### src/include/dram_ctrl_defines.svh
`ifndef DRAM_CTRL_DEFINES_SVH
`define DRAM_CTRL_DEFINES_SVH

// burst address, {row, bank, col} on the DDR3 side
`define DRAM_ADDR_W 24

// one burst word, 8 beats of 16 bits
`define DRAM_DATA_W 128

// entries per request queue
// a sender starts with this many credits
`define REQ_FIFO_DEPTH 4

// requests issued to memory but not yet acked
// also sizes the response tag queue
`define MAX_OUTSTANDING 8

`endif

### src/dram_ctrl_pkg.sv
`default_nettype none
`include "dram_ctrl_defines.svh"

package dram_ctrl_pkg;

    typedef logic [`DRAM_ADDR_W-1:0] dram_addr_t;
    typedef logic [`DRAM_DATA_W-1:0] dram_data_t;

    // one item of the sample/frame loading path
    typedef struct packed {
        dram_addr_t addr;
        dram_data_t data;
        logic       last;  // final word of a frame
    } write_req_t;

    // who gets the ack of an issued request
    typedef enum logic [1:0] {
        DEST_WRITE = 2'd0,
        DEST_AUDIO = 2'd1,
        DEST_VIDEO = 2'd2
    } rd_dest_t;

endpackage

`default_nettype wire

### src/credit_fifo.sv
`timescale 1ns/100ps
`default_nettype none
`include "dram_ctrl_defines.svh"

module credit_fifo
    import dram_ctrl_pkg::*;
#(
    parameter type payload_t = dram_addr_t,
    parameter int  DEPTH     = `REQ_FIFO_DEPTH
) (
    input  wire           clk_dram_ctrl,
    input  wire           rst_dram_ctrl,

    input  wire           i_push,
    input  wire payload_t i_push_data,
    input  wire           i_pop,

    output logic          o_not_empty,
    output payload_t      o_head,
    output logic          o_credit
);

    localparam int PTR_W = (DEPTH > 1) ? $clog2(DEPTH) : 1;
    localparam int CNT_W = $clog2(DEPTH + 1);

    payload_t           mem [DEPTH];
    logic [PTR_W-1:0]   wr_ptr;
    logic [PTR_W-1:0]   rd_ptr;
    logic [CNT_W-1:0]   count;
    logic               do_push;
    logic               do_pop;

    // full only if a sender ignores its credits
    assign do_push = i_push && (count != CNT_W'(DEPTH));
    assign do_pop  = i_pop && o_not_empty;

    assign o_not_empty = (count != '0);
    assign o_head      = mem[rd_ptr];  // valid while not empty

    always_ff @(posedge clk_dram_ctrl) begin
        if (do_push) begin
            mem[wr_ptr] <= i_push_data;
        end
    end

    always_ff @(posedge clk_dram_ctrl) begin
        if (rst_dram_ctrl) begin
            wr_ptr   <= '0;
            rd_ptr   <= '0;
            count    <= '0;
            o_credit <= 1'b0;
        end else begin
            if (do_push) begin
                wr_ptr <= (wr_ptr == PTR_W'(DEPTH - 1)) ? '0 : wr_ptr + 1'b1;
            end
            if (do_pop) begin
                rd_ptr <= (rd_ptr == PTR_W'(DEPTH - 1)) ? '0 : rd_ptr + 1'b1;
            end
            case ({do_push, do_pop})
                2'b10:   count <= count + 1'b1;
                2'b01:   count <= count - 1'b1;
                default: count <= count;
            endcase
            o_credit <= do_pop;  // one credit back per freed slot
        end
    end

endmodule

`default_nettype wire

### src/traffic_ctrl.sv
`timescale 1ns/100ps
`default_nettype none

module traffic_ctrl
    import dram_ctrl_pkg::*;
(
    input  wire             clk_dram_ctrl,
    input  wire             rst_dram_ctrl,

    // request queues
    input  wire             i_vid_pending,
    input  wire dram_addr_t i_vid_addr,
    input  wire             i_aud_pending,
    input  wire dram_addr_t i_aud_addr,
    input  wire             i_wr_pending,
    input  wire write_req_t i_wr_head,
    input  wire             i_tag_full,
    output logic            o_vid_pop,
    output logic            o_aud_pop,
    output logic            o_wr_pop,

    // response router
    output logic            o_tag_push,
    output rd_dest_t        o_tag_dest,
    output logic            o_tag_last,

    // memory request port, stall/ack style
    output logic            o_mem_en,
    output logic            o_mem_we,
    output dram_addr_t      o_mem_addr,
    output dram_data_t      o_mem_wdata,
    input  wire             i_mem_busy
);

    typedef enum logic {
        ST_IDLE,
        ST_ISSUE
    } state_t;

    state_t   state;
    rd_dest_t req_dest;
    logic     req_last;
    logic     any_pending;
    logic     start;
    logic     accept;

    assign any_pending = i_vid_pending | i_aud_pending | i_wr_pending;
    assign start       = (state == ST_IDLE) && any_pending && !i_tag_full;
    assign accept      = (state == ST_ISSUE) && !i_mem_busy;

    always_ff @(posedge clk_dram_ctrl) begin
        if (rst_dram_ctrl) begin
            state <= ST_IDLE;
        end else begin
            case (state)
                ST_IDLE:  if (start) state <= ST_ISSUE;
                ST_ISSUE: if (accept) state <= ST_IDLE;  // back to idle so queue heads settle
                default:  state <= ST_IDLE;
            endcase
        end
    end

    // fixed priority, the display must never starve
    always_ff @(posedge clk_dram_ctrl) begin
        if (start) begin
            if (i_vid_pending) begin
                o_mem_addr <= i_vid_addr;
                o_mem_we   <= 1'b0;
                req_dest   <= DEST_VIDEO;
                req_last   <= 1'b0;
            end else if (i_aud_pending) begin
                o_mem_addr <= i_aud_addr;
                o_mem_we   <= 1'b0;
                req_dest   <= DEST_AUDIO;
                req_last   <= 1'b0;
            end else begin
                o_mem_addr  <= i_wr_head.addr;
                o_mem_wdata <= i_wr_head.data;
                o_mem_we    <= 1'b1;
                req_dest    <= DEST_WRITE;
                req_last    <= i_wr_head.last;
            end
        end
    end

    assign o_mem_en = (state == ST_ISSUE);  // fields frozen until accepted

    // acceptance frees the queue slot and books the ack
    assign o_vid_pop  = accept && (req_dest == DEST_VIDEO);
    assign o_aud_pop  = accept && (req_dest == DEST_AUDIO);
    assign o_wr_pop   = accept && (req_dest == DEST_WRITE);
    assign o_tag_push = accept;
    assign o_tag_dest = req_dest;
    assign o_tag_last = req_last;

endmodule

`default_nettype wire

### src/response_router.sv
`timescale 1ns/100ps
`default_nettype none
`include "dram_ctrl_defines.svh"

module response_router
    import dram_ctrl_pkg::*;
(
    input  wire             clk_dram_ctrl,
    input  wire             rst_dram_ctrl,

    input  wire             i_tag_push,
    input  wire rd_dest_t   i_tag_dest,
    input  wire             i_tag_last,
    input  wire             i_mem_ack,
    input  wire dram_data_t i_mem_rdata,

    output logic            o_tag_full,
    output logic            o_aud_valid,
    output dram_data_t      o_aud_data,
    output logic            o_vid_valid,
    output dram_data_t      o_vid_data,
    output logic            o_frame_written
);

    localparam int TAG_DEPTH = `MAX_OUTSTANDING;
    localparam int PTR_W     = $clog2(TAG_DEPTH);
    localparam int CNT_W     = $clog2(TAG_DEPTH + 1);

    typedef struct packed {
        rd_dest_t dest;
        logic     last;
    } tag_t;

    tag_t             tags [TAG_DEPTH];
    tag_t             head;
    logic [PTR_W-1:0] wr_ptr;
    logic [PTR_W-1:0] rd_ptr;
    logic [CNT_W-1:0] count;

    assign head       = tags[rd_ptr];  // acks come back in issue order
    assign o_tag_full = (count == CNT_W'(TAG_DEPTH));

    always_ff @(posedge clk_dram_ctrl) begin
        if (i_tag_push) begin
            tags[wr_ptr] <= '{dest: i_tag_dest, last: i_tag_last};
        end
        if (i_mem_ack) begin
            o_aud_data <= i_mem_rdata;
            o_vid_data <= i_mem_rdata;
        end
    end

    always_ff @(posedge clk_dram_ctrl) begin
        if (rst_dram_ctrl) begin
            wr_ptr          <= '0;
            rd_ptr          <= '0;
            count           <= '0;
            o_aud_valid     <= 1'b0;
            o_vid_valid     <= 1'b0;
            o_frame_written <= 1'b0;
        end else begin
            wr_ptr <= wr_ptr + PTR_W'(i_tag_push);  // power of two depth wraps itself
            rd_ptr <= rd_ptr + PTR_W'(i_mem_ack);
            count  <= count + CNT_W'(i_tag_push) - CNT_W'(i_mem_ack);

            o_aud_valid <= i_mem_ack && (head.dest == DEST_AUDIO);
            o_vid_valid <= i_mem_ack && (head.dest == DEST_VIDEO);
            if (i_mem_ack && (head.dest == DEST_WRITE) && head.last) begin
                o_frame_written <= 1'b1;  // sticky until reset
            end
        end
    end

endmodule

`default_nettype wire

### src/dram_traffic_top.sv
`timescale 1ns/100ps
`default_nettype none
`include "dram_ctrl_defines.svh"

module dram_traffic_top
    import dram_ctrl_pkg::*;
(
    input  wire             clk_dram_ctrl,
    input  wire             rst_dram_ctrl,

    // sample/frame write stream
    input  wire             i_wr_valid,
    input  wire dram_addr_t i_wr_addr,
    input  wire dram_data_t i_wr_data,
    input  wire             i_wr_last,
    output logic            o_wr_credit,

    // read address streams
    input  wire             i_aud_valid,
    input  wire dram_addr_t i_aud_addr,
    output logic            o_aud_credit,
    input  wire             i_vid_valid,
    input  wire dram_addr_t i_vid_addr,
    output logic            o_vid_credit,

    // memory port
    output logic            o_mem_en,
    output logic            o_mem_we,
    output dram_addr_t      o_mem_addr,
    output dram_data_t      o_mem_wdata,
    input  wire             i_mem_busy,
    input  wire             i_mem_ack,
    input  wire dram_data_t i_mem_rdata,

    // read data, no back-pressure
    output logic            o_aud_valid,
    output dram_data_t      o_aud_data,
    output logic            o_vid_valid,
    output dram_data_t      o_vid_data,
    output logic            o_frame_written
);

    write_req_t wr_push_data;
    write_req_t wr_head;
    dram_addr_t aud_head;
    dram_addr_t vid_head;
    logic       wr_pending;
    logic       aud_pending;
    logic       vid_pending;
    logic       wr_pop;
    logic       aud_pop;
    logic       vid_pop;
    logic       tag_push;
    rd_dest_t   tag_dest;
    logic       tag_last;
    logic       tag_full;

    assign wr_push_data = '{addr: i_wr_addr, data: i_wr_data, last: i_wr_last};

    credit_fifo #(
        .payload_t(write_req_t),
        .DEPTH(`REQ_FIFO_DEPTH)
    ) wr_q (
        .clk_dram_ctrl(clk_dram_ctrl),
        .rst_dram_ctrl(rst_dram_ctrl),
        .i_push(i_wr_valid),
        .i_push_data(wr_push_data),
        .i_pop(wr_pop),
        .o_not_empty(wr_pending),
        .o_head(wr_head),
        .o_credit(o_wr_credit)
    );

    credit_fifo #(
        .payload_t(dram_addr_t),
        .DEPTH(`REQ_FIFO_DEPTH)
    ) aud_q (
        .clk_dram_ctrl(clk_dram_ctrl),
        .rst_dram_ctrl(rst_dram_ctrl),
        .i_push(i_aud_valid),
        .i_push_data(i_aud_addr),
        .i_pop(aud_pop),
        .o_not_empty(aud_pending),
        .o_head(aud_head),
        .o_credit(o_aud_credit)
    );

    credit_fifo #(
        .payload_t(dram_addr_t),
        .DEPTH(`REQ_FIFO_DEPTH)
    ) vid_q (
        .clk_dram_ctrl(clk_dram_ctrl),
        .rst_dram_ctrl(rst_dram_ctrl),
        .i_push(i_vid_valid),
        .i_push_data(i_vid_addr),
        .i_pop(vid_pop),
        .o_not_empty(vid_pending),
        .o_head(vid_head),
        .o_credit(o_vid_credit)
    );

    traffic_ctrl tc (
        .clk_dram_ctrl(clk_dram_ctrl),
        .rst_dram_ctrl(rst_dram_ctrl),
        .i_vid_pending(vid_pending),
        .i_vid_addr(vid_head),
        .i_aud_pending(aud_pending),
        .i_aud_addr(aud_head),
        .i_wr_pending(wr_pending),
        .i_wr_head(wr_head),
        .i_tag_full(tag_full),
        .o_vid_pop(vid_pop),
        .o_aud_pop(aud_pop),
        .o_wr_pop(wr_pop),
        .o_tag_push(tag_push),
        .o_tag_dest(tag_dest),
        .o_tag_last(tag_last),
        .o_mem_en(o_mem_en),
        .o_mem_we(o_mem_we),
        .o_mem_addr(o_mem_addr),
        .o_mem_wdata(o_mem_wdata),
        .i_mem_busy(i_mem_busy)
    );

    response_router rr (
        .clk_dram_ctrl(clk_dram_ctrl),
        .rst_dram_ctrl(rst_dram_ctrl),
        .i_tag_push(tag_push),
        .i_tag_dest(tag_dest),
        .i_tag_last(tag_last),
        .i_mem_ack(i_mem_ack),
        .i_mem_rdata(i_mem_rdata),
        .o_tag_full(tag_full),
        .o_aud_valid(o_aud_valid),
        .o_aud_data(o_aud_data),
        .o_vid_valid(o_vid_valid),
        .o_vid_data(o_vid_data),
        .o_frame_written(o_frame_written)
    );

endmodule

`default_nettype wire

### config.mk
export PLATFORM = sky130hd
export DESIGN_NAME = dram_traffic_top
export DESIGN_NICKNAME = d
export VERILOG_FILES = /design/src/dram_ctrl_pkg.sv /design/src/credit_fifo.sv /design/src/traffic_ctrl.sv /design/src/response_router.sv /design/src/dram_traffic_top.sv
export VERILOG_INCLUDE_DIRS = /design/src /design/src/include
export SDC_FILE = /design/constraint.sdc
export NUM_CORES = 1
export LEC_CHECK = 0
export BUFFER_PORTS_ARGS = -buffer_cell sky130_fd_sc_hd__buf_2
export CORE_ASPECT_RATIO = 1.75
export CORE_MARGIN = 5
export CORE_UTILIZATION = 50
export DETAILED_ROUTE_END_ITERATION = 8
export GPL_TIMING_DRIVEN = 0
export HOLD_SLACK_MARGIN = 0.03
export PLACE_DENSITY = 0.73
export SLEW_MARGIN = 20
export SYNTH_ARGS = -nofsm -noshare
export SYNTH_HDL_FRONTEND = slang
export SYNTH_SLANG_ARGS = --single-unit
### constraint.sdc
create_clock -name clk_dram_ctrl -period 15.25 [get_ports clk_dram_ctrl]
set_input_delay 0 -clock clk_dram_ctrl [delete_from_list [all_inputs] [get_ports clk_dram_ctrl]]
set_output_delay 0 -clock clk_dram_ctrl [all_outputs]
set_load 0.02 [all_outputs]
==> impl_metrics.csv, run 1 <==
group,metric,value,unit
run_status,outcome,"finished, final reports clean",
timing,fmax,309,MHz
clock_network,holdBufCountCts,523,
global_routing,grt_start_max_net_pins,84,
floorplan,die_y,393,um
clock_network,cts-root-buf,"clkbuf_16",
floorplan,die_area,89900,um^2
pwr,p_per_area,138,nW/um^2
synthesis,synth_seq_area_share,0.818,
global_routing,grt_pass1_wl,182000,um
critical_path,crit_chain,"nor3_1, buf_2, a311oi_4, and2_4, buf_12, buf_12, buf_16",
critical_path,cpPeakStageDelay,0.74,ns
min_path,min_path_type,"in2reg",
critical_path,critPathCaptureType,"flip-flop",
cells_and_area,nets,3576,
routing,avgRoutedWirePerCell,28.9,um
min_path,min_from,"i_mem_rdata[47]",
synthesis,ys_ff_latch,1156,
timing,fin_tns_setup,0,ns
critical_path,crit_fanout,47,
clock_network,cts_tree,"done",
cells_and_area,ff_latch_area,34300,um^2
critical_path,cp_common_cell,"buf_12",
synthesis,synth.distinct_cells,35,
pwr,p_leak,20.5,nW
synthesis,syn_inst,1813,
clock_network,postCtsSetupBuffers,0,
routing,ant_nets,0,
clock_network,clock_path_buffers,3,
placed_design,gp_congestion,0.930,
timing,worst_pin_slew,0.946,ns
critical_path,cp.required,15.63,ns
cells_and_area,final_util,0.676,
floorplan,die_w,229,um
cells_and_area,multiInputGateArea,6320,um^2
routing,wl,126000,um
pwr,irDropWorstVdd,143,uV
floorplan,io_pins,752,
synthesis,synth-async-reset-ratio,0,
routing,firstDrtPassIters,5,
timing,finalHoldViolCount,0,
placed_design,dpl.hpwl,85400,um
timing,grt_setup_unrepaired,"no",
cells_and_area,n_fill_cell,5196,
floorplan,start_util,0.504,
global_routing,grt_pass1_vias,25900,
global_routing,antenna_found_initial,32,
critical_path,cp-startpoint,"aud_q.count[2]",
timing,period_needed,3.23,ns
critical_path,critPathSlowestCell,"a311oi_4",
critical_path,critPathKind,"reg2reg",
synthesis,ys_warn_count,0,
timing,setup_viol,0,
placed_design,io_buffers,751,
synthesis,synth_ff_type,"edfxtp_1",
timing,period_share,0.212,
clock_network,ctsHtreeMaxLevel,3,
timing,final.setup.worst_slack,12.02,ns
clock_network,clk_latency,0.70,ns
critical_path,r2r-start,"aud_q.count[2]",
placed_design,dp_slack,12.05,ns
synthesis,synth_nets,2178,
global_routing,gr-total-overflow,0,
synthesis,synth_edf_count,1112,
run,maxCapViolCount,0,
clock_network,post_cts_resized,0,
routing,drt-vias-per-instance,5.50,
critical_path,start_kind,"flip-flop",
routing,first_iter_violations,2148,
clock_network,numCtsBuffers,101,
synthesis,syn_area,41900,um^2
floorplan,core_area,83200,um^2
timing,skew,0.0344,ns
cells_and_area,drive_gt1_frac,0.398,
timing,timing.hold.ws,0.0635,ns
floorplan,rows,140,
timing,maxSlewHeadroom,0.369,
clock_network,clkTransAtPathRegs,0.07,ns
timing,slew_viol_final,0,
global_routing,track_usage,0.279,
routing,drc_errors,0,
clock_network,numClockSinks,1156,
routing,dr_total_vias,24100,
synthesis,synth.avg_cell_area,23.1,um^2
critical_path,worstPathArrival,3.61,ns
cells_and_area,syn2layout_area_growth,34.2,%
report_power, final:
group          switching [mW]  internal [mW]
registers               0.128           3.84
logic                   0.726          0.431
clock network            1.19           1.46
total                    2.04           5.73
path summary, 6_finish.rpt:
kind | depth (start not counted) | slack (ns) | end
min reg2reg | 2 | 0.47 | rr.wr_ptr[0]
min | 2 | 0.06 | rr.o_vid_data[47]
max | 7 | 12.02 | tc.o_mem_wdata[43]
max reg2reg | 7 | 12.02 | tc.o_mem_wdata[43]
layout make-up:
cell class / count / area share
flip-flops and latches: 1156 / 0.610
repair buffers: 1295 / 0.169
multi-input cells: 437 / 0.112
clock buffers: 118 / 0.0470
well taps: 1065 / 0.0237
plain buffers: 190 / 0.0219
clock inverters: 69 / 0.0140
inverters: 30 / 0.00200
diodes: 14 / 0.000623
synth_stat cells, types with 2 or more instances:
master       n  area share
ha_1        25      0.0075
o21ai_0     27      0.0032
nor2b_1      4     0.00060
and2_1      14      0.0021
buf_4      129       0.023
nor3_1       5     0.00060
inv_1       30      0.0027
nor2_1      38      0.0034
edfxtp_1  1112        0.80
mux2i_1     35      0.0084
fa_1         4      0.0019
dfxtp_1     44       0.021
nor4bb_1     2     0.00048
or4b_1       2     0.00048
a21oi_1     12      0.0014
xor2_1       8      0.0017
xnor2_1      3     0.00063
mux4_2     207        0.11
nand2_1     30      0.0027
or3_1        6     0.00090
a31oi_1      3     0.00045
buf_2       27      0.0032
clkbuf_1    30      0.0027
nand2b_1     2     0.00030
buf_1        4     0.00036
cells in the final DEF, fill, tap and decap left out, types with 2 or more instances in the layout:
master         count
clkbuf_16        103
nor3_1             5
clkinv_16          3
inv_1             30
or4b_1             2
clkinv_2          23
clkbuf_1          44
edfxtp_1        1112
and2_4             5
dfxtp_1           44
nand2b_1           2
o21ai_0           27
or3_1              6
buf_2            777
nor4bb_1           2
mux2i_1           35
nand2_1           30
buf_16            11
mux4_2           207
fa_1               4
buf_4            129
inv_6              4
xor2_1             8
buf_1              4
clkinv_4           4
nor2_1            38
ha_1              25
nor2b_1            4
dlygate4sd3_1    523
a21oi_1           12
buf_12             8
xnor2_1            3
bufinv_16         12
clkinv_1          12
diode_2           14
a31oi_1            3
buf_6              2
clkinvlp_4         8
and2_2             8
critical path, delay by kind of cell, from the launching register on:
| family | cells | cell delay [ns] |
|---|---|---|
| buffers and inverters | 4 | 1.04 |
| AOI/OAI and AO/OA | 1 | 0.74 |
| DFF | 1 | 0.37 |
| and+or+nand+nor | 2 | 0.65 |
per-stage QoR:
stage          power (mW)  area (um^2)  instances
2_1_floorplan        4.56        41900       1813
3_3_place_gp         5.03        47000       3629
3_5_place_dp         5.04        47500       3650
4_1_cts              7.78        56200       4360
5_1_grt              8.03        56200       4372
6_report             7.77        56200       4374
cell families after synthesis:
| logic type | after synthesis | share of synthesized area |
|---|---|---|
| compound gates | 45 | 0.00570 |
| fa+ha+maj | 29 | 0.00938 |
| mux | 243 | 0.120 |
| buf+inv | 220 | 0.0321 |
| xor+xnor | 11 | 0.00230 |
| flops | 1156 | 0.818 |
| simple gates | 109 | 0.0127 |
registers in the layout (all words and copies together), names as in the netlist, 2 cells and up, named ones only:
register,count
wr_q.wr_ptr,2
rr.count,4
tc.o_mem_wdata,128
wr_q.mem,612
vid_q.count,3
rr.wr_ptr,3
tc.o_tag_dest,2
wr_q.rd_ptr,2
vid_q.mem,96
rr.tags,24
tc.o_mem_addr,24
vid_q.wr_ptr,2
vid_q.rd_ptr,2
wr_q.count,3
aud_q.rd_ptr,2
rr.o_vid_data,128
aud_q.count,3
aud_q.wr_ptr,2
aud_q.mem,96
rr.rd_ptr,3
routing by layer:
layer  part of all wire  global-route usage
met5            0.00040                   0
met3              0.085              0.0701
met4              0.031              0.0827
met2               0.52               0.496
met1               0.36               0.341
Power figures use the tool's default switching activity.
==> run 2: changes to the inputs <==
==> constraint.sdc (replaced) <==
create_clock -name clk_dram_ctrl -period 3.24 [get_ports clk_dram_ctrl]
set_input_delay 0 -clock clk_dram_ctrl [delete_from_list [all_inputs] [get_ports clk_dram_ctrl]]
set_output_delay 0 -clock clk_dram_ctrl [all_outputs]
set_load 0.02 [all_outputs]
==> impl_metrics.csv, run 2 (same netlist as run 1, synthesis figures left out) <==
group,metric,value,unit
timing,maxSlewHeadroom,0.330,
timing,grt_setup_unrepaired,"no",
cells_and_area,top_register,"wr_q.mem",
timing,fmax,340,MHz
pwr,internal_power,26.6,mW
clock_network,cts_tree,"done",
pwr,p_sw,9.40,mW
clock_network,numCtsBuffers,98,
clock_network,numClockSinks,1156,
routing,drt-vias-per-instance,5.52,
clock_network,clock_path_buffers,3,
global_routing,grt-busiest-layer,"met2",
clock_network,clkTransAtPathRegs,0.06,ns
routing,dr_total_vias,24000,
min_path,min_path_type,"in2reg",
critical_path,crit_fanout,44,
pwr,p_clk_frac,0.331,
timing,setup_viol,0,
global_routing,gr-total-overflow,0,
cells_and_area,final_cell_area,55700,um^2
cells_and_area,nets,3540,
critical_path,crit_buf_inv,3,
critical_path,worstPathArrival,3.31,ns
placed_design,gp_congestion,1.10,
global_routing,use_met2,0.452,
critical_path,crit_chain,"nor3_1, buf_2, a311oi_4, and2_4, buf_12, buf_16",
floorplan,start_util,0.504,
pwr,irDropWorstVdd,647,uV
floorplan,core_area,83200,um^2
critical_path,crit_family,"compound AO/OA/AOI/OAI gates",
critical_path,rrSetupSlack,0.30,ns
cells_and_area,syn2layout_area_growth,33.0,%
global_routing,grt_pass1_wl,175000,um
routing,drc_errors,0,
timing,finalHoldViolCount,0,
placed_design,placed_cell_area,47500,um^2
pwr,power,36.0,mW
timing,slew_viol_final,0,
routing,first_iter_violations,2046,
pwr,sequentialPowerShare,0.519,
clock_network,post_cts_resized,0,
cells_and_area,ff_latch_area,34300,um^2
routing,firstDrtPassIters,5,
pwr,swShare,0.261,
routing,wl,121000,um
clock_network,ctsHtreeMaxLevel,3,
cells_and_area,largest_reg_flops,612,
global_routing,track_usage,0.266,
run_status,outcome,"finished, final reports clean",
pwr,p_per_area,645,nW/um^2
timing,skew,0.0251,ns
timing,worst_pin_slew,0.997,ns
critical_path,cpPeakStageDelay,0.79,ns
global_routing,grt_start_max_net_pins,84,
floorplan,rows,140,
placed_design,dpl.hpwl,76800,um
pwr,p_leak,20.2,nW
clock_network,postCtsSetupBuffers,0,
critical_path,critPathSlowestCell,"a311oi_4",
critical_path,cp.required,3.61,ns
timing,period_share,0.907,
global_routing,antenna_found_initial,22,
clock_network,clk_latency,0.70,ns
global_routing,use_met1,0.313,
cells_and_area,largestRegisters,"wr_q.mem (612), rr.o_vid_data (128), tc.o_mem_wdata (128)",
global_routing,grt_pass1_vias,25900,
clock_network,cts-root-buf,"clkbuf_16",
run,maxCapViolCount,0,
placed_design,io_buffers,751,
cells_and_area,drive_gt1_frac,0.401,
pwr,pwr-share-comb,0.151,
critical_path,critPathCaptureType,"flip-flop",
floorplan,die_area,89900,um^2
floorplan,die_y,393,um
timing,period_needed,2.94,ns
critical_path,start_kind,"flip-flop",
routing,avgRoutedWirePerCell,27.9,um
critical_path,critPathKind,"reg2reg",
cells_and_area,multiInputGateArea,6320,um^2
cells_and_area,n_fill_cell,5028,
floorplan,die_w,229,um
floorplan,io_pins,752,
routing,ant_nets,0,
cells_and_area,final_common_cell,"edfxtp_1",
cells_and_area,final_cell_mix,"edfxtp_1 (1112), buf_2 (777), dlygate4sd3_1 (489)",
global_routing,grt_util_met3,0.0873,
==> run 2: metrics by stage <==
step                      setup slack (ns)  hold slack (ns)  setup TNS (ns)  std cells   util
after global routing                 0.197           0.0347               0       4336  0.670
after global placement               -1.81            0.177        -1267.28       3629  0.565
final                                0.303           0.0638               0       4343  0.670
after CTS                            0.312           0.0301               0       4322  0.669
after floorplan                    -0.0136           0.0757           -8.31       1813      -
after detailed placement             0.309            0.178               0       3651  0.571
==> run 2: layer usage <==
| layer | part of all wire | wire length, um | vias to the layer above |
|---|---|---|---|
| met5 | 0.00044 | 53 | - |
| met4 | 0.044 | 5320 | 8 |
| met3 | 0.11 | 12800 | 290 |
| met2 | 0.50 | 61000 | 1475 |
| met1 | 0.35 | 41900 | 12200 |
| li1 | - | - | 9982 |
==> run 2: final cells by class <==
| type | instances | area share |
|---|---|---|
| Buffer | 190 | 0.0221 |
| Inverter | 30 | 0.00202 |
| Antenna cell | 21 | 0.000943 |
| Tap cell | 1065 | 0.0239 |
| Sequential cell | 1156 | 0.615 |
| Timing Repair Buffer | 1262 | 0.164 |
| Clock inverter | 67 | 0.0122 |
| Clock buffer | 115 | 0.0459 |
| Multi-Input combinational cell | 437 | 0.113 |
==> run 2: timing repair <==
action                                 4_1_cts  5_1_grt
endpoints found under the hold margin     1021        0
hold buffers                               489        0
setup endpoints to repair                    0        0
==> run 2: worst paths after layout <==
| path | depth (start not counted) | endpoint | start |
|---|---|---|---|
| max | 6 | tc.o_mem_wdata[105] | aud_q.count[2] |
| min | 2 | rr.o_vid_data[9] | i_mem_rdata[9] |
| max reg2reg | 6 | tc.o_mem_wdata[105] | aud_q.count[2] |
| min reg2reg | 2 | rr.wr_ptr[0] | rr.wr_ptr[0] |
==> run 2: power by group through the flow <==
stage | registers, mW | logic [mW] | clock network (mW)
2_1_floorplan | 19.7 | 1.70 | 0
3_3_place_gp | 19.0 | 4.52 | 0
3_5_place_dp | 18.9 | 4.83 | 0
4_1_cts | 18.6 | 5.34 | 12.0
5_1_grt | 18.7 | 5.69 | 12.7
6_report | 18.7 | 5.42 | 11.9
==> run 2: worst register-to-register path, stage by stage, from the launching register on <==
cell      delay, ns
dfxtp_1        0.39
nor3_1         0.08
buf_2          0.23
a311oi_4       0.79
and2_4         0.50
buf_12         0.29
buf_16         0.29
==> run 3: changes to the inputs <==
--- a/config.mk
+++ b/config.mk
@@ -13,8 +13,9 @@
 export DETAILED_ROUTE_END_ITERATION = 8
 export GPL_TIMING_DRIVEN = 0
 export HOLD_SLACK_MARGIN = 0.03
-export PLACE_DENSITY = 0.73
+export PLACE_DENSITY = 0.71
 export SLEW_MARGIN = 20
 export SYNTH_ARGS = -nofsm -noshare
 export SYNTH_HDL_FRONTEND = slang
+export SYNTH_HIERARCHICAL = 1
 export SYNTH_SLANG_ARGS = --single-unit
==> impl_metrics.csv, run 3 <==
group,metric,value,unit
timing,fin_tns_setup,0,ns
cells_and_area,syn2layout_area_growth,32.9,%
cells_and_area,largest_reg_flops,612,
cells_and_area,final_cell_mix,"edfxtp_1 (1112), buf_2 (776), dlygate4sd3_1 (491)",
clock_network,post_cts_resized,0,
timing,timing.hold.ws,0.0697,ns
cells_and_area,final_cell_area,56100,um^2
synthesis,synth_seq_area_share,0.813,
pwr,irDropWorstVdd,674,uV
critical_path,crit_family,"simple AND/OR/NAND/NOR gates",
synthesis,synth-async-reset-ratio,0,
routing,drc_errors,0,
floorplan,die_w,230,um
synthesis,synth_ff_type,"edfxtp_1",
global_routing,grt_start_max_net_pins,82,
clock_network,cts_tree,"done",
clock_network,clkTransAtPathRegs,0.07,ns
placed_design,dp_slack,0.461,ns
pwr,p_per_area,639,nW/um^2
synthesis,synthAdderAreaFrac,0.00991,
synthesis,synth.avg_cell_area,23.2,um^2
routing,wl,139000,um
critical_path,critPathCaptureType,"flip-flop",
timing,finalHoldViolCount,0,
cells_and_area,multiInputGateArea,6490,um^2
synthesis,syn_inst,1818,
synthesis,syn_area,42200,um^2
critical_path,critPathKind,"reg2reg",
synthesis,synth_edf_count,1112,
cells_and_area,nets,3549,
pwr,p_leak,20.3,nW
routing,avgRoutedWirePerCell,31.8,um
clock_network,ctsHtreeMaxLevel,3,
global_routing,grt_pass1_wl,194000,um
routing,drt-vias-per-instance,5.52,
clock_network,postCtsSetupBuffers,0,
routing,ant_nets,0,
global_routing,gr-total-overflow,0,
cells_and_area,final_common_cell,"edfxtp_1",
timing,period_needed,2.78,ns
timing,grt_setup_unrepaired,"no",
synthesis,ys_ff_latch,1156,
synthesis,ys_warn_count,6,
global_routing,track_usage,0.304,
critical_path,start_kind,"flip-flop",
timing,worst_pin_slew,1.10,ns
critical_path,worstPathArrival,3.13,ns
critical_path,critPathSlowestCell,"and3_4",
synthesis,synthMuxAreaShare,0.119,
synthesis,yosys.area.top_type,"edfxtp_1",
timing,slew_viol_final,0,
cells_and_area,top_register,"wr_q/mem",
synthesis,synth.distinct_cells,43,
run_status,outcome,"finished, final reports clean",
cells_and_area,ff_latch_area,34300,um^2
timing,maxSlewHeadroom,0.269,
synthesis,synth_nets,2185,
synthesis,synthSimpleGateAreaFrac,0.0154,
clock_network,clock_path_buffers,3,
synthesis,synthTopCellsByArea,"edfxtp_1 (79%), mux4_2 (11%), buf_4 (2.3%)",
pwr,power,35.8,mW
floorplan,io_pins,752,
placed_design,io_buffers,751,
global_routing,antenna_found_initial,38,
floorplan,rows,141,
critical_path,cpPeakStageDelay,0.51,ns
floorplan,start_util,0.501,
critical_path,crit_fanout,46,
critical_path,crit_chain,"or3_2, buf_6, nor2_1, and3_4, buf_12, buf_16",
floorplan,core_area,84200,um^2
critical_path,cp.required,3.59,ns
timing,fmax,360,MHz
timing,final.setup.worst_slack,0.461,ns
routing,firstDrtPassIters,5,
cells_and_area,drive_gt1_frac,0.406,
min_path,min_path_type,"in2reg",
synthesis,yosys.area_share.xor_xnor,0.00208,
floorplan,die_y,394,um
clock_network,clk_latency,0.69,ns
run,maxCapViolCount,0,
routing,first_iter_violations,2221,
cells_and_area,largestRegisters,"wr_q/mem (612), rr/o_vid_data (128), tc/o_mem_wdata (128)",
timing,setup_viol,0,
timing,skew,0.0256,ns
routing,dr_total_vias,24100,
placed_design,dpl.hpwl,98400,um
synthesis,yosysMostFrequentCell,"edfxtp_1",
synthesis,synth_top_area_frac,0.792,
placed_design,placed_cell_area,47800,um^2
timing,period_share,0.858,
clock_network,numClockSinks,1156,
floorplan,die_area,90500,um^2
global_routing,grt_pass1_vias,25500,
synthesis,synth_compound_area_frac,0.00656,
placed_design,gp_congestion,1.07,
critical_path,crit_buf_inv,3,
clock_network,numCtsBuffers,102,
synthesis,synth_top_family_by_area,"multiplexers",
clock_network,cts-root-buf,"clkbuf_16",
cells_and_area,n_fill_cell,5407,
synthesis,synthTopCellsByCount,"edfxtp_1 (1112), mux4_2 (201), buf_4 (128)",
## run 3: cell types whose count changed in the layout (fill, tap and decap cells not counted), moves of 8 or more
cell	previous run	this run
and2_2	8	0
and3_2	0	8
buf_6	3	15
clkbuf_1	43	29
nand2b_1	2	10
nor2_1	38	28
o21ai_0	27	9
o21ai_1	0	17
## run 3: worst register-to-register path, delay by kind of cell, from the launching register on
family / cells / cell delay, ns
buffers and inverters: 3 / 0.74
DFF: 1 / 0.35
and+or+nand+nor: 3 / 1.27
## run 3: kinds of logic (layout without fill, tap and decap cells)
family / after synthesis / in the layout
adder cells (fa/ha/maj): 31 / 31
AO/OA/AOI/OAI: 46 / 46
AND/OR/NAND/NOR: 121 / 121
buffers and inverters: 214 / 1663
multiplexers: 240 / 240
other: 0 / 24
flip-flops: 1156 / 1156
XOR/XNOR: 10 / 10
## run 3: timing repair
item | CTS | global route
setup endpoints to repair | 0 | 0
hold buffers | 491 | 0
endpoints found under the hold margin | 1132 | 0
## run 3: path summary, 6_finish.rpt
path                                          from                   to  slack [ns]  cells past startpoint
worst max-delay path                aud_q/count[1]  tc/o_mem_wdata[107]        0.46                      6
worst min register to register  rr/o_frame_written   rr/o_frame_written        0.51                      2
worst min-delay path               i_mem_rdata[88]    rr/o_vid_data[88]        0.07                      2
worst max register to register      aud_q/count[1]  tc/o_mem_wdata[107]        0.46                      6
## run 3: layout make-up
cell class / instances / area share
Clock buffer: 121 / 0.0472
Timing Repair Buffer: 1260 / 0.163
Inverter: 27 / 0.00181
Sequential cell: 1156 / 0.611
Multi-Input combinational cell: 448 / 0.116
Antenna cell: 24 / 0.00107
Buffer: 187 / 0.0243
Tap cell: 1072 / 0.0239
Clock inverter: 68 / 0.0116
## run 3: power by group
group	leakage (nW)	internal (mW)	switching (mW)	total, mW
Combinational	8.04	2.01	3.22	5.23
Clock	1.60	6.60	5.51	12.1
Sequential	10.7	17.9	0.636	18.5
## run 3: per-layer routing
metal,vias up,share of wire,global-route usage,wire length (um)
met3,261,0.10,0.0911,13900
met2,1324,0.50,0.509,68800
li1,10000,-,-,-
met1,12400,0.35,0.367,48500
met4,20,0.053,0.136,7300
met5,-,0.00093,0,129
## run 3: stage by stage
stage	cells	util
2_1_floorplan	1818	-
3_3_place_gp	3641	0.562
3_5_place_dp	3659	0.568
4_1_cts	4339	0.665
5_1_grt	4353	0.666
6_report	4363	0.666
